===== config.mk =====
export PLATFORM = sky130hd
export DESIGN_NAME = pulse_unit
export DESIGN_NICKNAME = d
export VERILOG_FILES = /design/src/hw/core_pkg.sv /design/src/hw/pulse_unit.sv
export VERILOG_INCLUDE_DIRS = /design/src /design/src/include
export SDC_FILE = /design/constraint.sdc
export NUM_CORES = 1
export LEC_CHECK = 0
export ABC_AREA = 0
export BUFFER_PORTS_ARGS = -buffer_cell sky130_fd_sc_hd__buf_2
export CORE_UTILIZATION = 49
export DETAILED_ROUTE_END_ITERATION = 10
export PLACE_DENSITY = 0.84
export SLEW_MARGIN = 20
export SYNTH_ARGS = -nofsm -noshare
export SYNTH_HDL_FRONTEND = slang
export SYNTH_SLANG_ARGS = --single-unit
export TNS_END_PERCENT = 50

===== constraint.sdc =====
create_clock -name clk -period 5.3 [get_ports clk]
set_input_delay 0.265 -clock clk [delete_from_list [all_inputs] [get_ports clk]]
set_output_delay 0.265 -clock clk [all_outputs]
set_load 0.03 [all_outputs]

===== src/include/core_consts.svh =====
`ifndef CORE_CONSTS_SVH
`define CORE_CONSTS_SVH

// word and address widths
`define WORD_MAG_W  30
`define ADDR_W      12
`define OP_W        6
`define DIGIT_W     5
`define MEM_DEPTH   4096

// any op code not listed here halts
`define OP_STOP     6'd0
`define OP_ADD      6'd1
`define OP_SUB      6'd2
`define OP_AND      6'd3
`define OP_OUTPUT   6'd4

// sign digit codes for the output device
`define DIGIT_PLUS  5'd16
`define DIGIT_MINUS 5'd17
`define OUT_DIGITS  10

`endif


===== src/hw/core_pkg.sv =====
`include "core_consts.svh"

package core_pkg;

    typedef struct packed {
        logic                   sign;
        logic [`WORD_MAG_W-1:0] mag;
    } word_t;

    // overlays the magnitude of a word
    typedef struct packed {
        logic [`OP_W-1:0]   op;
        logic [`ADDR_W-1:0] addr1;
        logic [`ADDR_W-1:0] addr2;
    } instr_t;

    typedef struct packed {
        logic is_add;
        logic is_sub;
        logic is_and;
        logic is_output;
        logic is_stop;
    } order_t;

    typedef struct packed {
        logic       clear_c;
        logic       mem_to_c;
        logic       pnl_to_c;   // panel may set c
        logic       c_to_a;
        logic       c_to_b;
        logic       operate;
        logic       shift_c3;
        logic       out_to_c;   // c back from a after output
        logic [1:0] alu_op;     // low bits of the op code
    } au_cmd_t;

    typedef struct packed {
        logic strt_to_sel;
        logic addr1_to_sel;
        logic addr2_to_sel;
        logic inc_strt;
    } addr_cmd_t;

endpackage


===== src/hw/pulse_unit.sv =====
`include "core_consts.svh"

module pulse_unit (
    input  logic                clk,
    input  logic                rst_n,
    input  logic                pnl_start,
    input  logic                pnl_do_write,
    input  logic                pnl_do_read,
    input  core_pkg::order_t    order,
    input  logic                mem_reply,
    input  logic                io_done,
    input  logic                io_shift,
    output core_pkg::au_cmd_t   au_cmd,
    output core_pkg::addr_cmd_t addr_cmd,
    output logic                mem_read,
    output logic                mem_write,
    output logic                load_code,
    output logic                io_start,
    output logic                running
);

    typedef enum logic [4:0] {
        S_IDLE, S_RD_WAIT,
        S_FETCH, S_FETCH_RD, S_FETCH_WAIT, S_DECODE, S_CHECK,
        S_A_WAIT, S_TO_A, S_B_RD, S_B_WAIT, S_TO_B, S_OPERATE, S_WRITE,
        S_OUT, S_OUT_WAIT, S_OUT_END
    } state_t;

    state_t state;
    state_t state_nxt;

    always_comb begin
        state_nxt = state;
        au_cmd    = '0;
        addr_cmd  = '0;
        mem_read  = 1'b0;
        mem_write = 1'b0;
        load_code = 1'b0;
        io_start  = 1'b0;
        au_cmd.alu_op = order.is_and ? 2'(`OP_AND) :
                        order.is_sub ? 2'(`OP_SUB) : 2'(`OP_ADD);
        case (state)
            S_IDLE: begin
                au_cmd.pnl_to_c = 1'b1;
                if (pnl_start) begin
                    state_nxt = S_FETCH;
                end else if (pnl_do_write) begin
                    mem_write = 1'b1;    // c to select address
                end else if (pnl_do_read) begin
                    mem_read  = 1'b1;
                    state_nxt = S_RD_WAIT;
                end
            end
            S_RD_WAIT: begin
                au_cmd.mem_to_c = mem_reply;
                if (mem_reply) begin
                    state_nxt = S_IDLE;
                end
            end
            S_FETCH: begin
                addr_cmd.strt_to_sel = 1'b1;
                state_nxt = S_FETCH_RD;
            end
            S_FETCH_RD: begin
                mem_read  = 1'b1;
                state_nxt = S_FETCH_WAIT;
            end
            S_FETCH_WAIT: begin
                au_cmd.mem_to_c = mem_reply;
                if (mem_reply) begin
                    state_nxt = S_DECODE;
                end
            end
            S_DECODE: begin
                load_code = 1'b1;
                addr_cmd.inc_strt     = 1'b1;
                addr_cmd.addr1_to_sel = 1'b1;
                state_nxt = S_CHECK;
            end
            S_CHECK: begin
                if (order.is_stop) begin
                    au_cmd.clear_c = 1'b1;
                    state_nxt = S_IDLE;
                end else begin
                    // c still holds the instruction while address one is read
                    mem_read = 1'b1;
                    addr_cmd.addr2_to_sel = 1'b1;
                    state_nxt = S_A_WAIT;
                end
            end
            S_A_WAIT: begin
                au_cmd.mem_to_c = mem_reply;
                if (mem_reply) begin
                    state_nxt = S_TO_A;
                end
            end
            S_TO_A: begin
                au_cmd.c_to_a = 1'b1;
                state_nxt = order.is_output ? S_OUT : S_B_RD;
            end
            S_B_RD: begin
                mem_read  = 1'b1;
                state_nxt = S_B_WAIT;
            end
            S_B_WAIT: begin
                au_cmd.mem_to_c = mem_reply;
                if (mem_reply) begin
                    state_nxt = S_TO_B;
                end
            end
            S_TO_B: begin
                au_cmd.c_to_b = 1'b1;
                state_nxt = S_OPERATE;
            end
            S_OPERATE: begin
                au_cmd.operate = 1'b1;
                state_nxt = S_WRITE;
            end
            S_WRITE: begin
                mem_write = 1'b1;    // result to address two
                state_nxt = S_FETCH;
            end
            S_OUT: begin
                io_start  = 1'b1;
                state_nxt = S_OUT_WAIT;
            end
            S_OUT_WAIT: begin
                au_cmd.shift_c3 = io_shift;
                if (io_done) begin
                    state_nxt = S_OUT_END;
                end
            end
            S_OUT_END: begin
                au_cmd.out_to_c = 1'b1;
                state_nxt = S_FETCH;
            end
            default: state_nxt = S_IDLE;
        endcase
    end

    always_ff @(posedge clk) begin
        if (!rst_n) begin
            state   <= S_IDLE;
            running <= 1'b0;
        end else begin
            state <= state_nxt;
            if (state == S_IDLE && pnl_start) begin
                running <= 1'b1;
            end else if (state == S_CHECK && order.is_stop) begin
                running <= 1'b0;
            end
        end
    end

endmodule


# Yosys cells after proc, flatten, opt, wreduce, memory -nomap -nowiden
# Cells that the tools add are included.
# Widths: inputs -> output; s select.
# classes
eq_ne	23
mux	36
n_reduce_logical	8
# ops
cell	count
$pmux 5 s16	1
$eq 5x4->1 const B	8
$mux 5	8
$mux 1	21
$eq 5x3->1 const B	4
$eq 5x2->1 const B	2
$ne 2x2->1 const B	5
$reduce_and 7->1	1
$mux 3	2
$ne 3x3->1 const B	2
$eq 5x1->1 const B	1
$eq 5x5->1 const B	1
$logic_not 5->1	1
$mux 2	2
$reduce_or 2->1	2
$reduce_or 4->1	1
$pmux 1 s3	1
$logic_and 1x1->1	2
$pmux 1 s2	1
$reduce_bool 2->1	1
# totals
register_bits	6
out_inout_bits	19

# Logic depth before layout (Yosys ltp)
# Gate-level depths: netlist of run 1.
# logic_depth
ltp_word	4
mapped_depth	7
ltp_nobuf	5

# Worst setup path before layout of run 1
# Ideal clock, no wire load.
# synth_timing
kind	reg-to-reg
startpoint	register state[0]
endpoint	register running
slack_ps	3267
arrival_time_ps	1916
stages_incl_launch_ff	6
setup_ps	117
cell_sequence	dfxtp_1 > clkbuf_1 > nand2b_1 > nor4_1 > nand2b_1 > a21oi_1
# synth_via
elab_chain_cells	3
# synth_rtl
item	line_no	source
from (decl)	pulse_unit.sv:29	state_t state;
from (signal assigned)	pulse_unit.sv:146	state <= state_nxt;
$eq 5x3->1 or $logic_not 5->1 (tied branches)	pulse_unit.sv:149, pulse_unit.sv:147	
$logic_and 1x1->1 (on tied branches)	pulse_unit.sv:149, pulse_unit.sv:147	
$reduce_bool 2->1 (no source line) or $mux 1 (tied branches)	--	
to (signal assigned)	pulse_unit.sv:144	running <= 1'b0;
to (signal assigned)	pulse_unit.sv:148	running <= 1'b1;
to (signal assigned)	pulse_unit.sv:150	running <= 1'b0;
to (decl)	pulse_unit.sv:19	output logic running
# Several ways; a longest one is shown, not always the timed one.
# A chain may end at the register's enable or synchronous reset.

# Final worst setup path of run 1
# layout_timing
startpoint	register state[1]
endpoint	output port mem_read
# layout_via
elab_chain_cells	3
# layout_rtl
item	line_no	source
$eq 5x4->1 or $eq 5x2->1 (tied branches)	pulse_unit.sv:42	case (state)
$reduce_or 2->1 (no source line)	--	
$pmux 1 s3 (*)	pulse_unit.sv:42	
to (decl)	pulse_unit.sv:15	output logic mem_read,
# Mark *: on every way between the ends. The rest lies on a longest branch, timed or not.

==> flow_summary.ini, run 1 <==
[outcome]
status = finished, final reports clean

[synth]
synth.most_common_cell = nor2_1
synth.cell_area_um2 = 713
syn_area_per_cell_um2 = 7.13
synth_cell_type_count = 45
ys_top_cells_by_count = 9 x nor2_1, 6 x a21oi_1, 6 x buf_2, 6 x dfxtp_1, 6 x nand2b_1
synth_edf_count = 0
synth_seq_cells = 6
synthArstFlopShare = 0
synth_top_area_cell = dfxtp_1
syn_inst = 100
ys_seq_area_frac = 0.168
synth_top_area_frac = 0.168
synth_area_leaders = dfxtp_1 17%, nand2b_1 5.3%, nor2_1 4.7%, nor4_1 4.4%, a21oi_1 4.2%
yosysWarnings = 0
ys.flop_type = dfxtp_1
syn-num-nets = 113

[timing]
rsz0062_at_grt = false
fin_skew_ns = 0.00658
maxSlewViolCount = 0
min_period_over_period = 0.472
worst_pin_slew_ns = 0.736
min_period_ns = 2.50
slew-limit-headroom = 0.509
max_freq_mhz = 400
setup-violations-final = 0
final.setup.tns_ns = 0
finalHoldViolCount = 0

[global_routing]
antenna_found_initial = 0
grt.total_usage = 0.241
grt_pass1_wl_mm = 2.63
grt_overflow = 0
grt_pass1_vias = 613
grt_start_max_net_pins = 24

[floorplan]
rows = 13
dieArea_mm2 = 0.00161
io_pins = 32
fp.coreArea_mm2 = 0.00133
start_util = 0.535
fp.dieH_um = 40.2
die_w_um = 40.2

[finish]
multi_input_area_um2 = 507
syn2layout_area_growth_pct = 17.4
n_fill_cell = 135
seqCellArea_um2 = 120
finalNetCount = 136
antenna_cells = 0
drive_above_1_share = 0.322

[detailed_routing]
drt-pass1-iter-count = 4
drt_iter0_drc = 32
vias = 848
wl_per_cell_um = 13.3
routed_wl_mm = 1.81
drtAntennaViolNets = 0
wl_met2_um = 867
vias_per_cell = 6.24
top_layer_used = met4
wl_met3_um = 135
drc = 0
met1_length_um = 769

[clock_network]
cts_resized = 0
cts_root_buf = clkbuf_4
cts_hold_buf = 0
cts.sinks = 6
clkSlewWorstSetupHoldPaths_ns = 0.05
clock_tree.buffer_depth = 2
clk-insertion-delay-late_ns = 0.24
numCtsBuffers = 3
cts_tree = built
post_cts.repair.setup_buffers = 0
h-tree-depth = 1

[power]
peakVddDrop_mv = 0.341
p_per_area_mw_per_mm2 = 417
power_mw = 0.349
leakagePower_nw = 0.371

[critical_path]
cp_slowest_cell = or4_4
critPathLaunchType = flip-flop
crit_chain = or4_4 -> or4_1 -> o21ai_1 -> buf_2
worstPathMaxFanout = 22
crit_family = simple AND/OR/NAND/NOR gates
end_kind = output port
slowest_delay_ns = 0.65
crit_required_ns = 5.04
critPathKind = reg -> out
cp.arrival_ns = 2.23
critPathBufInv = 1

[placed_design]
gp_congestion = 0.870
dpl.hpwl_mm = 1.30
io_buffers = 30

[worst_hold_path]
hp-class = in -> reg

[job]
max-cap-violations = 0
==> power breakdown <==
group	switching (mW)	total, mW	internal [mW]	leakage (nW)
sequential	0.0447	0.100	0.0555	0.0491
combinational	0.121	0.208	0.0867	0.308
clock	0.0155	0.0411	0.0256	0.0138
==> cell families after synthesis <==
kind of cell | after synthesis | share of synthesized area
flops | 6 | 0.168
simple gates | 47 | 0.395
xor+xnor | 3 | 0.0368
compound gates | 27 | 0.279
buf+inv | 17 | 0.121
==> worst paths after layout <==
| check | slack (ns) | from | depth (start not counted) | end |
|---|---|---|---|---|
| min | 0.30 | rst_n | 2 | state[0] |
| max reg2reg | 3.10 | state[1] | 5 | state[0] |
| min reg2reg | 0.47 | running | 2 | running |
| max | 2.80 | state[1] | 4 | mem_read |
==> flip-flops by register name, indices dropped and copies added (netlist names) <==
register	count
running	1
state	5
==> stage by stage <==
step	setup WS [ns]	utilization	hold WS, ns	cell area, µm²	cells
2_1_floorplan	3.27	-	0.398	713	100
3_3_place_gp	3.09	0.611	0.461	815	133
3_5_place_dp	3.08	0.611	0.464	815	133
4_1_cts	2.82	0.628	0.300	837	136
5_1_grt	2.71	0.628	0.313	837	136
6_report	2.80	0.628	0.299	837	136
==> layout make-up <==
| type | instances | area share |
|---|---|---|
| Multi-Input combinational cell | 77 | 0.605 |
| Clock buffer | 3 | 0.0269 |
| Timing Repair Buffer | 30 | 0.179 |
| Inverter | 5 | 0.0224 |
| Sequential cell | 6 | 0.143 |
| Tap cell | 15 | 0.0224 |
==> metal layers <==
layer | up-vias | global-route usage
met5 | - | 0
met4 | 0 | 0.103
met3 | 7 | 0.0278
met2 | 41 | 0.387
met1 | 384 | 0.320
li1 | 416 | -
==> layout by cell type, fill, tap and decap left out, types with 2 or more instances in the layout <==
cell       n
dfxtp_1    6
inv_1      5
o21ai_1    3
nor2_1     9
or4_1      2
nor4_1     5
nor3_2     2
xor2_1     2
clkbuf_4   3
nor2b_1    2
nand3_1    4
a21oi_1    6
nor3_1     4
o21ai_0    2
nand2_1    4
nand2b_1   6
buf_2     30
a22oi_1    2
Note: power is estimated with default switching activity, not from simulation.
==> inputs of run 2 (changes only) <==
--- a/config.mk
+++ b/config.mk
@@ -6,11 +6,11 @@
 export SDC_FILE = /design/constraint.sdc
 export NUM_CORES = 1
 export LEC_CHECK = 0
-export ABC_AREA = 0
+export ABC_AREA = 1
 export BUFFER_PORTS_ARGS = -buffer_cell sky130_fd_sc_hd__buf_2
-export CORE_UTILIZATION = 49
+export CORE_UTILIZATION = 46
 export DETAILED_ROUTE_END_ITERATION = 10
-export PLACE_DENSITY = 0.84
+export PLACE_DENSITY = 0.79
 export SLEW_MARGIN = 20
 export SYNTH_ARGS = -nofsm -noshare
 export SYNTH_HDL_FRONTEND = slang
==> constraint.sdc (replaced) <==
create_clock -name clk -period 2.6 [get_ports clk]
set_input_delay 0.13 -clock clk [delete_from_list [all_inputs] [get_ports clk]]
set_output_delay 0.13 -clock clk [all_outputs]
set_load 0.03 [all_outputs]
==> run 2 against run 1 <==
Against the previous run: first-iteration DRC count shrank 6.3%; hold slack lost 0.11 ns; global-route usage shrank 1.3 points; setup slack lost 2.0 ns; area after synthesis grew 1.2%; register-to-register slack lost 2.0 ns; combinational power grew 42%; largest power group unchanged; via count grew 8.7%.
==> flow_summary.ini, run 2 <==
[synth]
yosysWarnings = 0
ys.flop_type = dfxtp_1
synth_top_area_cell = nand2_1
ys_seq_area_frac = 0.166
synth_edf_count = 0
ys_top_cells_by_count = 45 x nand2_1, 25 x inv_1, 15 x nor2_1
syn-num-nets = 151
synth.cell_area_um2 = 722
synth_seq_cells = 6
synth_area_leaders = nand2_1 23%, dfxtp_1 17%, inv_1 13%, nor2_1 7.8%, nand3_1 6.2%
synth.most_common_cell = nand2_1
synthArstFlopShare = 0
synth_cell_type_count = 20
synth_top_area_frac = 0.234
syn_area_per_cell_um2 = 5.23
syn_inst = 138

[detailed_routing]
drt-pass1-iter-count = 4
drt_iter0_drc = 30
wl_per_cell_um = 10.0
drc = 0
vias = 922
vias_per_cell = 5.04
drtAntennaViolNets = 0
routed_wl_mm = 1.84

[clock_network]
cts.sinks = 6
clkSlewWorstSetupHoldPaths_ns = 0.04
cts_hold_buf = 0
clock_tree.buffer_depth = 2
cts_root_buf = clkbuf_4
cts_tree = built
cts_resized = 0
h-tree-depth = 1
post_cts.repair.setup_buffers = 0
numCtsBuffers = 3
clk-insertion-delay-late_ns = 0.24

[floorplan]
fp.dieH_um = 41.6
dieArea_mm2 = 0.00173
rows = 13
io_pins = 32
start_util = 0.522
die_w_um = 41.6
fp.coreArea_mm2 = 0.00138

[finish]
drive_above_1_share = 0.310
n_fill_cell = 135
fin_util = 0.644
syn2layout_area_growth_pct = 23.4
top_register = state
reg.largest.list = state x5, running x1
finalNetCount = 183
layout_commonest_cell = nand2_1
largest_reg_flops = 5
antenna_cells = 0
mostFrequentLayoutCells = 45 x nand2_1, 30 x buf_2, 25 x inv_1

[placed_design]
dpl.hpwl_mm = 1.53
place_ws_ns = 1.10
gp_congestion = 0.964
io_buffers = 30

[timing]
worst_pin_slew_ns = 0.348
fin_skew_ns = 0.000555
min_period_over_period = 0.682
rsz0062_at_grt = false
slew-limit-headroom = 0.766
finalHoldViolCount = 0
final.setup.tns_ns = 0
setup-violations-final = 0
maxSlewViolCount = 0
postLayoutSetupSlackWorst_ns = 0.826
max_freq_mhz = 564
min_period_ns = 1.77

[critical_path]
crit_required_ns = 2.47
cp_slowest_cell = dfxtp_1
crit_family = buffers and inverters
worstPathMaxFanout = 8
critPathKind = reg -> out
end_kind = output port
cp.arrival_ns = 1.64
slowest_delay_ns = 0.35
critPathLaunchType = flip-flop
crit_chain = inv_2 -> nand2_2 -> nor2_4 -> nand3_2 -> o21ai_0 -> inv_1 -> o211ai_1 -> buf_2
critPathBufInv = 3

[global_routing]
grt.total_usage = 0.228
busiest_layer = met2
grt_pass1_vias = 782
grt_overflow = 0
grt_use_met3 = 0.0826
antenna_found_initial = 0
grt_start_max_net_pins = 9
grt_util_met1 = 0.287
grt_pass1_wl_mm = 3.13
met2_usage = 0.384

[outcome]
status = finished, final reports clean

[power]
leakagePower_nw = 0.610
p_per_area_mw_per_mm2 = 568
peakVddDrop_mv = 0.363

[job]
max-cap-violations = 0

[worst_hold_path]
hp-class = in -> reg
run 2: kinds of logic after synthesis:
| logic type | count (synthesis) | synth area share |
|---|---|---|
| AND/OR/NAND/NOR | 92 | 0.589 |
| AO/OA/AOI/OAI | 8 | 0.0624 |
| flip-flops | 6 | 0.166 |
| buffers and inverters | 32 | 0.182 |
run 2: final cells by class:
| class | instances | area [µm²] | share of cell area |
|---|---|---|---|
| Multi-Input combinational cell | 100 | 470 | 0.528 |
| Timing Repair Buffer | 30 | 150 | 0.169 |
| Sequential cell | 6 | 120 | 0.135 |
| Inverter | 29 | 109 | 0.122 |
| Clock buffer | 3 | 22.5 | 0.0253 |
| Tap cell | 15 | 18.8 | 0.0211 |
run 2: worst paths after layout:
check                 from        to  slack (ns)  depth (start not counted)
hold reg to reg    running   running        0.46                          2
setup / recovery  state[4]  mem_read        0.83                          8
setup reg to reg  state[3]  state[1]        1.09                          8
hold / removal    order[0]   running        0.19                          4
run 2: metrics by stage:
step / power, mW / area [µm²] / hold WS (ns) / cells
finish: 0.506 / 891 / 0.185 / 183
global route: 0.553 / 891 / 0.209 / 183
CTS: 0.508 / 891 / 0.182 / 183
detailed placement: 0.421 / 868 / 0.437 / 180
global placement: 0.423 / 868 / 0.434 / 180
floorplan: 0.349 / 722 / 0.300 / 138
run 2: layer usage:
| metal | vias up | routed length [µm] |
|---|---|---|
| met5 | - | 0 |
| met2 | 48 | 872 |
| met1 | 392 | 789 |
| met3 | 0 | 176 |
| li1 | 482 | - |
| met4 | 0 | 0 |
run 2: tightest hold or removal path: stages:
cell and delay (ns):
buf_2 0.09, nand2_1 0.06, nand2_1 0.05, a21oi_1 0.05
run 2: power by group:
| part | leakage [nW] | total (mW) | internal [mW] | switching (mW) |
|---|---|---|---|---|
| combinational | 0.547 | 0.295 | 0.0851 | 0.210 |
| clock | 0.0138 | 0.0845 | 0.0521 | 0.0323 |
| sequential | 0.0490 | 0.127 | 0.106 | 0.0208 |
| total | 0.610 | 0.506 | 0.244 | 0.263 |
